**src/obj_line_cfg.svh**
```systemverilog
`ifndef OBJ_LINE_CFG_SVH
`define OBJ_LINE_CFG_SVH

`define OBJ_TABLE_WORDS 1024  // 256 sprites x 4 words
`define LINE_SLOTS      128
`define LINE_WORDS      1024  // 2 banks x 128 slots x 4 words

// a tile only keeps its slot inside this x window
`define X_MIN           48
`define X_MAX           448

`define APB_CMD         13'h1000
`define APB_STATUS      13'h1004
`define APB_BANK        13'h1008

`endif
```
**src/obj_slot_cnt.sv**
```systemverilog
`timescale 1ns/1ps
`include "obj_line_cfg.svh"

module obj_slot_cnt (
    input  logic       clk,
    input  logic       rst,
    input  logic       cnt_clear,
    input  logic       slot_inc,
    input  logic       tile_load,
    input  logic       tile_inc,
    input  logic       hflip,
    input  logic [3:0] tile_n,
    output logic [6:0] slot,
    output logic       slot_full,
    output logic [3:0] tile_n_idx,
    output logic [3:0] npos
);

    assign slot_full = slot == 7'(`LINE_SLOTS - 1);

    always_ff @(posedge clk or posedge rst) begin
        if (rst) begin
            slot <= 7'd0;
        end else if (cnt_clear) begin
            slot <= 7'd0;
        end else if (slot_inc) begin
            slot <= slot + 7'd1;
        end
    end

    // n counts tiles from the left edge, npos is the x tile position on screen
    always_ff @(posedge clk or posedge rst) begin
        if (rst) begin
            tile_n_idx <= 4'd0;
            npos       <= 4'd0;
        end else if (cnt_clear) begin
            tile_n_idx <= 4'd0;
            npos       <= 4'd0;
        end else if (tile_load) begin
            tile_n_idx <= 4'd0;
            npos       <= hflip ? tile_n : 4'd0;   // flipped sprites start from the right
        end else if (tile_inc) begin
            tile_n_idx <= tile_n_idx + 4'd1;
            npos       <= hflip ? npos - 4'd1 : npos + 4'd1;
        end
    end

endmodule

```
**config.mk**
```make
export PLATFORM = sky130hd
export DESIGN_NAME = obj_slot_cnt
export DESIGN_NICKNAME = d
export VERILOG_FILES = /design/src/obj_slot_cnt.sv
export VERILOG_INCLUDE_DIRS = /design/src
export SDC_FILE = /design/constraint.sdc
export NUM_CORES = 1
export LEC_CHECK = 0
export ABC_AREA = 1
export BUFFER_PORTS_ARGS = -buffer_cell sky130_fd_sc_hd__buf_2
export CORE_MARGIN = 3
export CORE_UTILIZATION = 49
export DETAILED_ROUTE_END_ITERATION = 10
export PLACE_DENSITY = 0.81
export SLEW_MARGIN = 25
export SYNTH_ARGS = -nofsm -noshare
export SYNTH_HDL_FRONTEND = slang
export SYNTH_SLANG_ARGS = --single-unit
```
**constraint.sdc**
```tcl
create_clock -name clk -period 1.4 [get_ports clk]
set_input_delay 0.14 -clock clk [delete_from_list [all_inputs] [get_ports clk]]
set_output_delay 0.14 -clock clk [all_outputs]
set_load 0.02 [all_outputs]
```
# Word level (Yosys, flattened, before mapping)
# Index checks and enable logic that the tools add are counted.
# totals
ff_bits	15
input_bits	11
# classes
muxes	10
add_sub_neg	4
eq_ne	1
n_reduce_logical	2
# op_table
cell	n
$mux 4	8
$mux 7	2
$add 4x1->4 const B	2
$add 7x1->7 const B	1
$eq 7x7->1 const B	1
$sub 4x1->4 const B	1
$reduce_bool 3->1	1
$reduce_bool 2->1	1

# Longest topological paths before layout
# Gate-level depths: netlist (run 1).
# logic_depth
word_depth	5
mapped_depth	8
mapped_depth_nobuf	8

# Least setup slack after synthesis (run 1)
# Ideal clock, no wire load.
# synth_path
path_kind	reg2reg
startpoint	register slot[0]
endpoint	register slot[6]
synth_period_minus_slack_ps	1631
stages_incl_launch_ff	5
setup_time_ps	150
slack_ps	-231
required_time_ps	1250
arrival_ps	1481
path_cell_list	dfrtp_1 > ha_1 > nand3_1 > nor3_1 > a21oi_1
# synth_between
elab_chain_len	3
# synth_rtl
element	line	source
start, declared	obj_slot_cnt.sv:13	output logic [6:0] slot,
start signal, assigned	obj_slot_cnt.sv:27	slot <= slot + 7'd1;
$add 7x1->7	obj_slot_cnt.sv:27	
$mux 7	obj_slot_cnt.sv:26	end else if (slot_inc) begin
$mux 7	obj_slot_cnt.sv:24	end else if (cnt_clear) begin
# No other way between the ends. The select of a mux whose other input is x is not followed.
# A chain may end at the register's enable or synchronous reset.

# Worst setup path in the final report (run 1)
# layout_path
startpoint	register slot[0]
endpoint	output port slot_full
# layout_between
elab_chain_len	1
# layout_rtl
element	line	source
$eq 7x7->1	obj_slot_cnt.sv:19	assign slot_full = slot == 7'(`LINE_SLOTS - 1);
end, declared	obj_slot_cnt.sv:14	output logic slot_full,
# No other way between the ends.

==> results of run 1 <==
-- registers in the layout, indices dropped and copies added, names as in the netlist --
signal,flops
npos,4
slot,7
tile_n_idx,4
-- metrics by stage --
| stage | instance area [µm²] | power (W) |
|---|---|---|
| finish | 1157 | 0.0009518 |
| global route | 1157 | 0.001009 |
| CTS | 1120 | 0.0009326 |
| detailed placement | 1046 | 0.0006662 |
| global placement | 1046 | 0.0006596 |
| floorplan | 885.9 | 0.0006014 |
-- layout make-up --
cell class | count | area (µm²)
inverters | 15 | 56.30
repair buffers | 31 | 176.4
well taps | 24 | 30.03
fillers | 122 | 436.7
flip-flops and latches | 15 | 375.4
multi-input cells | 85 | 491.7
clock buffers | 3 | 22.52
clock inverters | 1 | 5.005
-- synthesized netlist by cell type (3+ instances only) --
library cell	number
sky130_fd_sc_hd__nand3_1	6
sky130_fd_sc_hd__nor2_1	13
sky130_fd_sc_hd__nor3_1	3
sky130_fd_sc_hd__nand2_2	3
sky130_fd_sc_hd__ha_1	4
sky130_fd_sc_hd__o21ai_0	5
sky130_fd_sc_hd__nand2_1	32
sky130_fd_sc_hd__inv_1	15
sky130_fd_sc_hd__a21oi_1	9
sky130_fd_sc_hd__dfrtp_1	15
-- worst paths after layout --
| kind | slack [ps] | to | from | cells after the start |
|---|---|---|---|---|
| setup / recovery | -20 | slot_full | slot[0] | 4 |
| hold / removal | 110 | slot[6] | slot_inc | 2 |
| setup reg to reg | 110 | npos[3] | npos[2] | 6 |
| hold reg to reg | 530 | slot[4] | slot[4] | 1 |
| max in group asynchronous | 590 | slot[4] | rst | 3 |
| min in group asynchronous | 440 | tile_n_idx[3] | rst | 3 |
-- layer usage --
metal / global-route usage (%) / share of wire, %
met4: 7.527 / 0.66
met2: 30.21 / 51
met5: 0 / 0
met3: 3.690 / 5.1
met1: 22.37 / 44
-- power by group --
part	switching (W)	internal (W)
clock	0.000156	0.000106
combinational	0.000128	0.0000890
sequential	0.0000219	0.000452
-- cell families (layout without fill, tap and decap cells) --
| group | after synthesis | in the layout | synth area share [%] |
|---|---|---|---|
| AO/OA/AOI/OAI | 19 | 19 | 12.45 |
| AND/OR/NAND/NOR | 61 | 61 | 30.19 |
| flip-flops | 15 | 15 | 42.92 |
| adder cells (fa/ha/maj) | 5 | 5 | 8.012 |
| buffers and inverters | 15 | 50 | 6.437 |
-- worst max-delay path, cell delays in order (launching register included) --
cell and delay, ps:
sky130_fd_sc_hd__dfrtp_1 430, sky130_fd_sc_hd__ha_4 180, sky130_fd_sc_hd__nand3_4 90, sky130_fd_sc_hd__nor3_4 150, sky130_fd_sc_hd__buf_6 140
-- timing repair --
action	4_1_cts	5_1_grt
setup buffers	2	2
resized for setup	5	2
hold buffers	1	0
hold endpoints to repair	15	0
endpoints found under the setup margin	1	2
==> results.md, run 1 <==
- Subtracting the final worst setup slack from the clock period gives 1417 ps.
- TritonCTS built the clock tree.
- The final antenna-violating net count is 0.
- The worst setup path is launched from a flip-flop.
- The tightest hold margin is 108.7 ps.
- The sink count of the clock tree is 15.
- Clock-pin slew was measured on the worst setup and hold paths at 100 ps.
- The final cycle utilization of the critical path is 101.2%.
- Entering global routing, the biggest net connects 16 pins.
- The commonest non-fill, non-tap cell in the layout is sky130_fd_sc_hd__nand2_1.
- The H-tree depth reported by CTS is 1.
- The clock root buffer is sky130_fd_sc_hd__clkbuf_4.
- The top cell type's share of synthesized area is 42.92%.
- The clock insertion delay at the later pin of the skew report is 280 ps.
- The fraction of registers with async set/reset is 100.0%.
- The initial cell density of the core is 54.87%.
- Before CTS, the worst setup slack after placement is 62.03 ps.
- The tightest min-delay check is of the in2reg type.
- The distinct cell type count of the synthesized netlist is 20.
- The number of enable-type register cells in the synthesized netlist is 0.
- The static leakage is about 0.64 nW.
- The number of hold violations in the final report is 0.
- Based on the critical path, the design can be clocked at up to ~710 MHz.
- The first routing iteration left 16 violations.
- Counting along the longest clock path gives a buffer depth of 2.
- The wire-length estimate of the detail-placed layout is 1401 µm.
- The final routed DRC violation total is 0.
- The register area share after synthesis is 42.92%.
- The tool flagged a number of max-cap violations equal to 0.
- Setup violations remaining at the end of the flow were counted as 1.
- The floorplan row count is 14.
- The top-level I/O count is 27.
- The library cells used most frequently in the layout, excluding fill and tap cells, are sky130_fd_sc_hd__nand2_1 (32), sky130_fd_sc_hd__buf_2 (25), sky130_fd_sc_hd__inv_1 (15), sky130_fd_sc_hd__dfrtp_1 (15), sky130_fd_sc_hd__nor2_1 (13).
- IR analysis of the VDD net gives a maximum drop of about 0.53 mV.
- Buffers inserted during clock tree synthesis total 3.
- Between clock sinks in the finished design, the worst skew comes to 1.409 ps.
- The worst setup path is captured at an output pin.
- The count of nets after finishing is roughly 170.
- Sorting the synthesized cells by area gives the leading types as sky130_fd_sc_hd__dfrtp_1 (43%), sky130_fd_sc_hd__nand2_1 (14%), sky130_fd_sc_hd__inv_1 (6.4%).
- STA puts the critical path data arrival time at 1280 ps.
- Measured along the y axis, the die boundary spans 48.25 µm.
- Buffers placed on the I/O ports in this run total 26.
- By startpoint and endpoint, the worst setup path is classified as reg2out.
- The area of the die is around 2300 µm².
- The initial antenna violation count is 0.
- Setup repair after global routing could not meet its margin everywhere.
- The final reports fail on negative setup slack.
- After layout, the worst setup slack is -17.08 ps.
- The slew at the pin closest to its max-slew limit is 573.6 ps.
- The routed via count divided by cell count is between 4 and 5.
- The final weighted congestion of routability-driven global placement is ~0.83.
- The overall routing resource usage is 18.04%.
- The repair_antennas step left the layout with diodes totalling 0.
- The first detailed-routing pass ran for 4 iterations.
- The warning count from the yosys run is 0.
- The via count of the first global-routing pass is 720.
- The mapped cell area is 874.6 µm².
- The most used flip-flop cell after synthesis is sky130_fd_sc_hd__dfrtp_1.
- The finished layout holds 174 standard cells, fillers aside.
- In the final routed layout, each cell accounts on average for about 11 µm.
- The final design utilization is 72.61%.
- The synthesized netlist net count is 131.
- The routed layout has 859 vias.
- Once placement completed, the tool counted placed cells totaling 165.
- The core region is 1594 µm².
- The number of slew-limit violations in the final report is 0.
- The first-pass GRT wire length is 2918 µm.
- After technology mapping, the gate count stands at 115.
- The average instance in the mapped netlist occupies about 7.6 µm².
- The total detailed-routing wirelength is roughly 2000 µm.
- In this run, synthesis produced a sequential element count of 15.
- The post-route netlist has 30.67% of its cells at a drive strength greater than 1.
- The cell taking the most area after synthesis is sky130_fd_sc_hd__dfrtp_1.
- The peak fanout along the critical path is 3.
- The endpoint required time on the critical path is 1260 ps.
- The area overhead of the layout relative to synthesis is 32.33%.
- The worst-case headroom to the max-slew limit is 61.72%.
- The sum of overflow across all layers after global routing is 0.
- The ratio of total power to cell area is 822.4 nW/µm².
- The sum of negative setup slack is -17.08 ps.
- The run finished, with violations left.
- The chip width is between 40 and 50 µm.
(Power assumes the default switching activity.)
==> run 2: changes to the inputs <==
- REMOVE_ABC_BUFFERS: default -> 1
==> run 2 against run 1 <==
Non-clock buffer count down 2. Final cell count decreased by 1.1%. The run still ends with negative setup slack left. Sequential power about the same. Global-route usage grew 2.0 points. Largest power group unchanged. Via count up 3.1%. Register-to-register slack got worse by 30 ps. First-iteration DRC count is 75% higher. Sequential share of layout area rose by 0.46 points. Cell area fell by 1.4%.
==> results.md, run 2 (same netlist as run 1, synthesis figures left out) <==
- The run finished, with violations left.
- The checks that failed: negative setup slack.
- Timing analysis after detailed placement gives a worst setup slack of 44.61 ps.
- The sum of overflow across all layers after global routing is 0.
- The sink count of the clock tree is 15.
- The setup skew after layout is 11.25 ps.
- The routed via count divided by cell count is 5.151.
- The kind of critical path is reg2out.
- The critical path's largest stage delay is ~430 ps.
- The number of max-cap violations is 0.
- The chip width is 48.25 µm.
- Combinational logic burns 22.2% of the power.
- The top cell types in the final layout, fill and taps aside, are sky130_fd_sc_hd__nand2_1 (32), sky130_fd_sc_hd__buf_2 (25), sky130_fd_sc_hd__inv_1 (15), sky130_fd_sc_hd__dfrtp_1 (15), sky130_fd_sc_hd__nor2_1 (13).
- The final design utilization is 71.59%.
- For this configuration, the core starts out at a cell density of 54.87%.
- The maximum clock frequency is 704.3 MHz.
- The region available for standard cell placement spans 1594 µm².
- The count of nets after finishing is roughly 170.
- The cell-internal power is 0.0006441 W.
- The part of the power in the clock network is 27.5%.
- The clock transition at the register clock pins on the worst setup and hold paths after CTS is 90 ps.
- The switching part of the total power is 31.76%.
- Setup repair after global routing could not meet its margin everywhere.
- The library cell used most frequently in the layout, excluding fill and tap cells, is sky130_fd_sc_hd__nand2_1.
- The largest register by flop count is slot.
- The floorplan row count is 14.
- Broken down by cell family, the worst path's largest delay share belongs to flip-flops.
- The min-delay analysis places its worst path in the category in2reg.
- The H-tree depth reported by CTS is 1.
- The number of flip-flops in the largest register is 7.
- Clock latency on the worst-skew pair, taken at its later pin, is 290 ps.
- The number of DRC markers after the initial detailed-route iteration is 28.
- In this run the worst setup path terminates at slot_full.
- Walking the worst path, the cells encountered are ha_4, nand3_4, nor3_4, buf_6.
- The HPWL after detailed placement is 1522 µm.
- The reg-to-reg startpoint is npos[0].
- The highest-delay cell along the critical path is sky130_fd_sc_hd__dfrtp_1.
- The number of search-and-repair iterations in the first detailed-routing pass is 4.
- The final antenna-violating net count is 0.
- The slew at the pin closest to its max-slew limit is 583.7 ps.
- The final cycle utilization of the critical path is 101.4%.
- Cells with a size suffix above 1 make up 29.05% of the layout.
- 27 I/O pins were placed.
- The final routed DRC violation total is 0.
- Of all nets on the critical path, the largest fanout is 3.
- After detailed routing, the total wire length is between 2000 and 2500 µm.
- The worst-case headroom to the max-slew limit is 61.04%.
- STA puts the critical path data required time at ~1300 ps.
- The initial antenna violation count came to 0.
- The number of hold violations in the final report is 0.
- The final setup violation count is 1.
- The maximum buffer depth of the clock tree is 2.
- The worst setup path is launched from a flip-flop.
- The via count of the first global-routing pass is 766.
- The first global-routing pass estimated approximately 3200 µm of wire.
- The endpoint identified for the worst register-to-register timing path is npos[1].
- The area of the die is between 2000 and 2500 µm².
- The largest registers in the layout are slot (7), npos (4), tile_n_idx (4).
- The number of antenna diodes in the final layout is 0.
- TritonCTS built the clock tree.
- The overall routing resource usage is 20.05%.
- The mean routed wirelength per cell is 12.05 µm.
- The tree is rooted in a sky130_fd_sc_hd__clkbuf_4.
- The ratio of total power to cell area is 827.2 nW/µm².
- The pin count of the biggest net entering global routing is 16.
- The slack of the worst reg-to-reg path is 80 ps.
- The critical path crosses 4 cells after its start point.
- The final weighted congestion of routability-driven global placement is roughly 0.84.
- The total number of vias is 886.
- The count of buffers from port buffering is 26.
- The number of slew-limit violations in the final report was 0.
- For this design the total switching power over the nets is ~0.0003 W.
- STA classifies the critical path endpoint as an output pin.
- The static leakage is 0.6295 nW.
- In this run, CTS created clock tree buffers numbering 3.
- The most critical setup path has its startpoint at slot[1].
- In this run, flip-flops and latches consume between 50 and 60% of the power.
- The peak supply drop is just over 0.7 mV.
- The smallest clock period supported by the final layout is computed as 1420 ps.
- At the worst endpoint, the arrival time is 1280 ps.
- The final critical-path setup slack is -19.85 ps.
- The count of buffering cells on the critical path with inverters included is 1.
- Compared with the post-synthesis result, the final layout area differs by 30.47%.
- The depth of the worst register-to-register path is 3.
- The y dimension of the die is 48.25 µm.
-- run 2: cell count changes in the layout (fill, tap and decap cells not counted) --
cell	delta
sky130_fd_sc_hd__clkinv_2	-1
sky130_fd_sc_hd__clkbuf_1	+1
sky130_fd_sc_hd__buf_4	-2
-- run 2: worst min path at each step --
stage | startpoint | to | slack (ps) | cells past startpoint
after global placement | rst | slot[0] | 230 | 2
after CTS | slot_inc | slot[6] | 100 | 2
final | slot_inc | slot[6] | 110 | 2
after detailed placement | rst | tile_n_idx[0] | 230 | 2
after floorplan | rst | npos[0] | 40 | 1
after global routing | slot_inc | slot[6] | 110 | 2
-- run 2: per-layer routing --
| metal | GRT usage [%] | part of all wire, % |
|---|---|---|
| met5 | 0 | 0 |
| met4 | 9.677 | 2.2 |
| met3 | 5.904 | 6.3 |
| met2 | 33.85 | 51 |
| met1 | 22.94 | 41 |
-- run 2: cell type report --
type / instances / area, µm²
clock buffers: 4 / 26.28
fillers: 131 / 452.9
inverters: 15 / 56.30
multi-input cells: 85 / 491.7
flip-flops and latches: 15 / 375.4
well taps: 24 / 30.03
repair buffers: 29 / 161.4
-- run 2: what timing repair did --
action / 4_1_cts / 5_1_grt
setup endpoints to repair: 1 / 2
endpoints found under the hold margin: 15 / 0
cloned: 0 / 0
gates resized for setup: 8 / 1
buffers inserted: 1 / 1
hold buffers: 1 / 0
-- run 2: power by group through the flow --
stage,sequential (W),combinational (W),clock (W)
4_1_cts,0.000474,0.000202,0.000264
3_3_place_gp,0.000478,0.000182,0
5_1_grt,0.000478,0.000238,0.000282
3_5_place_dp,0.000481,0.000190,0
6_report,0.000474,0.000210,0.000260
2_1_floorplan,0.000501,0.000100,0
-- run 2: metrics by stage --
step / setup TNS (ps) / hold WS [ps] / std cells / instance area (µm²) / total power (W)
3_5_place_dp: 0 / 228.3 / 165 / 1035 / 0.0006714
4_1_cts: -47.70 / 103.5 / 171 / 1121 / 0.0009395
2_1_floorplan: -315.5 / 41.48 / 115 / 874.6 / 0.0006014
5_1_grt: -92.36 / 109.0 / 172 / 1141 / 0.0009974
6_report: -19.85 / 110.2 / 172 / 1141 / 0.0009439
3_3_place_gp: 0 / 229.1 / 165 / 1035 / 0.0006603
==> run 3: changes to the inputs <==
- CORE_UTILIZATION: 49 -> 50
- CTS_BUF_LIST: default -> sky130_fd_sc_hd__clkbuf_4 sky130_fd_sc_hd__clkbuf_8
- PLACE_DENSITY: 0.81 -> 0.82
==> run 3 against run 2 <==
Via count fell by 3.4%. Clock skew fell by 8.5 ps. The flow still finishes with violations (negative setup slack). Worst setup slack better by 6.0 ps. Maximum frequency increased by 0.43%.
==> results.md, run 3 (same netlist as run 1, synthesis figures left out) <==
- The run finished, with violations left.
- The checks that failed: negative setup slack.
- The worst hold path passes through 2 cells.
- Subtracting the final worst setup slack from the clock period gives 1414 ps.
- Once layout is complete, the cells apart from fillers number between 150 and 200.
- In the final layout, the registers with the most flip-flops are slot (7), npos (4), tile_n_idx (4).
- The part of the power in the clock network is a little over a quarter.
- 0 antenna diodes ended up in the layout.
- The sequential cell area is 375.4 µm².
- The element type at the critical path start is a flip-flop.
- The share of total power dissipated in sequential elements is 50.8%.
- The final critical-path setup slack is -13.83 ps.
- The routed metal-1 wirelength is 810 µm.
- Counting flops per register, the top entry is slot.
- Of all nets on the critical path, the largest fanout is 3.
- CTS placed an instance of sky130_fd_sc_hd__clkbuf_4 at the clock tree root.
- The cell-internal power is 0.0006416 W.
- The design draws 0.0009247 W.
- Cells with a size suffix above 1 make up between 30% and 40% of the layout.
- Measured in cells, the most critical reg-to-reg path has a length of 3.
- The final layout contains routed wiring with a total length of 1881 µm.
- Setup repair after global routing could not meet its margin everywhere.
- The highest layer used for signal routing is met4.
- The final antenna-violating net count is 0.
- The CTS tree is done.
- After detailed routing, the average wire length per cell comes to ~11 µm.
- The final cycle utilization of the critical path is 101.0%.
- The via count of the first global-routing pass is ~760.
- The area overhead of the layout relative to synthesis is 29.47%.
- Routability-driven placement finished with a final weighted congestion of 0.7780.
- The total overflow left after global routing is 0.
- The final design utilization is a little under three quarters.
- The initial antenna violation count is 0.
- Entering global routing, the biggest net connects 16 pins.
- The wire-length estimate of the detail-placed layout is 1430 µm.
- The maximum buffer depth of the clock tree is 2.
- The switching part of the total power is 30.61%.
- The die is 47.83 µm tall.
- The combined area of the multi-input logic cells is a little under 500 µm².
- Per report_power, the combinational group accounts for 22.6% of the total.
- The chip width is 47.83 µm.
- Clock tree synthesis found a total of 15 sinks.
- The tool flagged a number of max-cap violations equal to 0.
- The number of buffers created by CTS is 3.
- Buffers placed on the I/O ports in this run total 26.
- The first global-routing pass estimated 3036 µm of wire.
- The minimum setup slack after placement is 49.32 ps.
- For this run, the total global-route usage over all layers was measured as 18.65%.
- The filler cells instantiated in the layout total 132.
- The initial cell density of the core is ~55%.
- The switching component of the power is ~0.00028 W.
- The final routed DRC violation total is 0.
- Static timing analysis puts the maximum clock frequency at 707.3 MHz.
- In this run the number of H-tree levels came out at 1.
- The clock insertion delay at the later pin of the skew report is 280 ps.
- The kind of critical path is reg2out.
- The total number of vias is 856.
- The final setup violation count is 1.
- The sum of negative setup slack is -13.83 ps.
- The library cell used most frequently in the layout, excluding fill and tap cells, is sky130_fd_sc_hd__nand2_1.
- Including well taps, the total number of placed cells is 157.
- The net count of the finished layout is 166.
- The number of search-and-repair iterations in the first detailed-routing pass is 4.
- After detailed routing, the met3 layer carries 120 µm of wire.
- The floorplan row count is 14.
- After clock tree synthesis, the clock-pin slew on the worst setup and hold paths is 90 ps.
- The worst-case headroom to the max-slew limit is 61.71%.
- The met2 wire length is 914 µm.
- The peak supply drop is 0.7478 mV.
- Leaving out fill and tap cells, the most frequent cells in the layout are sky130_fd_sc_hd__nand2_1 (32), sky130_fd_sc_hd__buf_2 (25), sky130_fd_sc_hd__inv_1 (15), sky130_fd_sc_hd__dfrtp_1 (15), sky130_fd_sc_hd__nor2_1 (13).
- In this run the register-to-register setup slack is 70 ps.
- On the final layout, the worst clock skew is between 2 and 3 ps.
- The number of hold violations in the final report is 0.
- The ratio of total power to cell area is 816.6 nW/µm².
- In this run the static leakage power is ~0.64 nW.
- The floorplan step defined a die boundary enclosing about 2300 µm².
- For the pin with the worst max-slew slack, the measured transition is 573.8 ps.
- The number of slew-limit violations in the final report is 0.
- The number of DRC markers after the initial detailed-route iteration is 17.
- The endpoint arrival time on the critical path is 1270 ps.
- The endpoint required time on the critical path is 1260 ps.
- The top-level I/O count is 27.
- The number of flip-flops in the largest register is 7.
- STA classifies the critical path endpoint as an output pin.
- After detailed routing, the number of vias per cell comes to 5.188.
- The total area inside the core boundary comes to 1577 µm².
- The worst hold path belongs to the class in2reg.
## run 3: path summary, 6_finish.rpt
kind	to	startpoint
worst max register to register	npos[1]	npos[0]
max in group asynchronous	slot[1]	rst
worst min register to register	slot[4]	slot[4]
worst max-delay path	slot_full	slot[0]
min in group asynchronous	slot[0]	rst
worst min-delay path	slot[6]	slot_inc
## run 3: power by group through the flow
stage / clock network (W) / registers [W] / logic, W
2_1_floorplan: 0 / 0.000501 / 0.000100
3_3_place_gp: 0 / 0.000478 / 0.000182
3_5_place_dp: 0 / 0.000480 / 0.000188
4_1_cts: 0.000251 / 0.000469 / 0.000200
5_1_grt: 0.000278 / 0.000474 / 0.000240
6_report: 0.000246 / 0.000470 / 0.000209
## run 3: area by class of cell
| class | instances | share of cell area, % |
|---|---|---|
| repair buffers | 30 | 14.92 |
| flip-flops and latches | 15 | 33.15 |
| inverters | 15 | 4.972 |
| multi-input cells | 85 | 42.76 |
| well taps | 16 | 1.768 |
| clock inverters | 1 | 0.4420 |
| clock buffers | 3 | 1.989 |
## run 3: critical path: stages, from the launching register on
cell and delay [ps]:
sky130_fd_sc_hd__dfrtp_1 370, sky130_fd_sc_hd__ha_2 220, sky130_fd_sc_hd__nand3_4 100, sky130_fd_sc_hd__nor3_4 170, sky130_fd_sc_hd__buf_6 140
## run 3: layer usage
| layer | vias up | track usage (%) |
|---|---|---|
| li1 | 437 | - |
| met5 | - | 0 |
| met2 | 21 | 31.93 |
| met3 | 4 | 3.759 |
| met4 | 0 | 6.989 |
| met1 | 394 | 22.92 |
## run 3: per-stage QoR
| stage | hold WS, ps | instance area [µm²] |
|---|---|---|
| 2_1_floorplan | 41.48 | 874.6 |
| 3_3_place_gp | 224.7 | 1025 |
| 3_5_place_dp | 226.3 | 1025 |
| 4_1_cts | 122.3 | 1092 |
| 5_1_grt | 115.7 | 1132 |
| 6_report | 114.6 | 1132 |
## run 3: what timing repair did
item	4_1_cts	5_1_grt
hold endpoints to repair	15	0
hold buffers	1	0
gates resized for setup	4	5
setup endpoints to repair	1	3
setup buffers	2	1
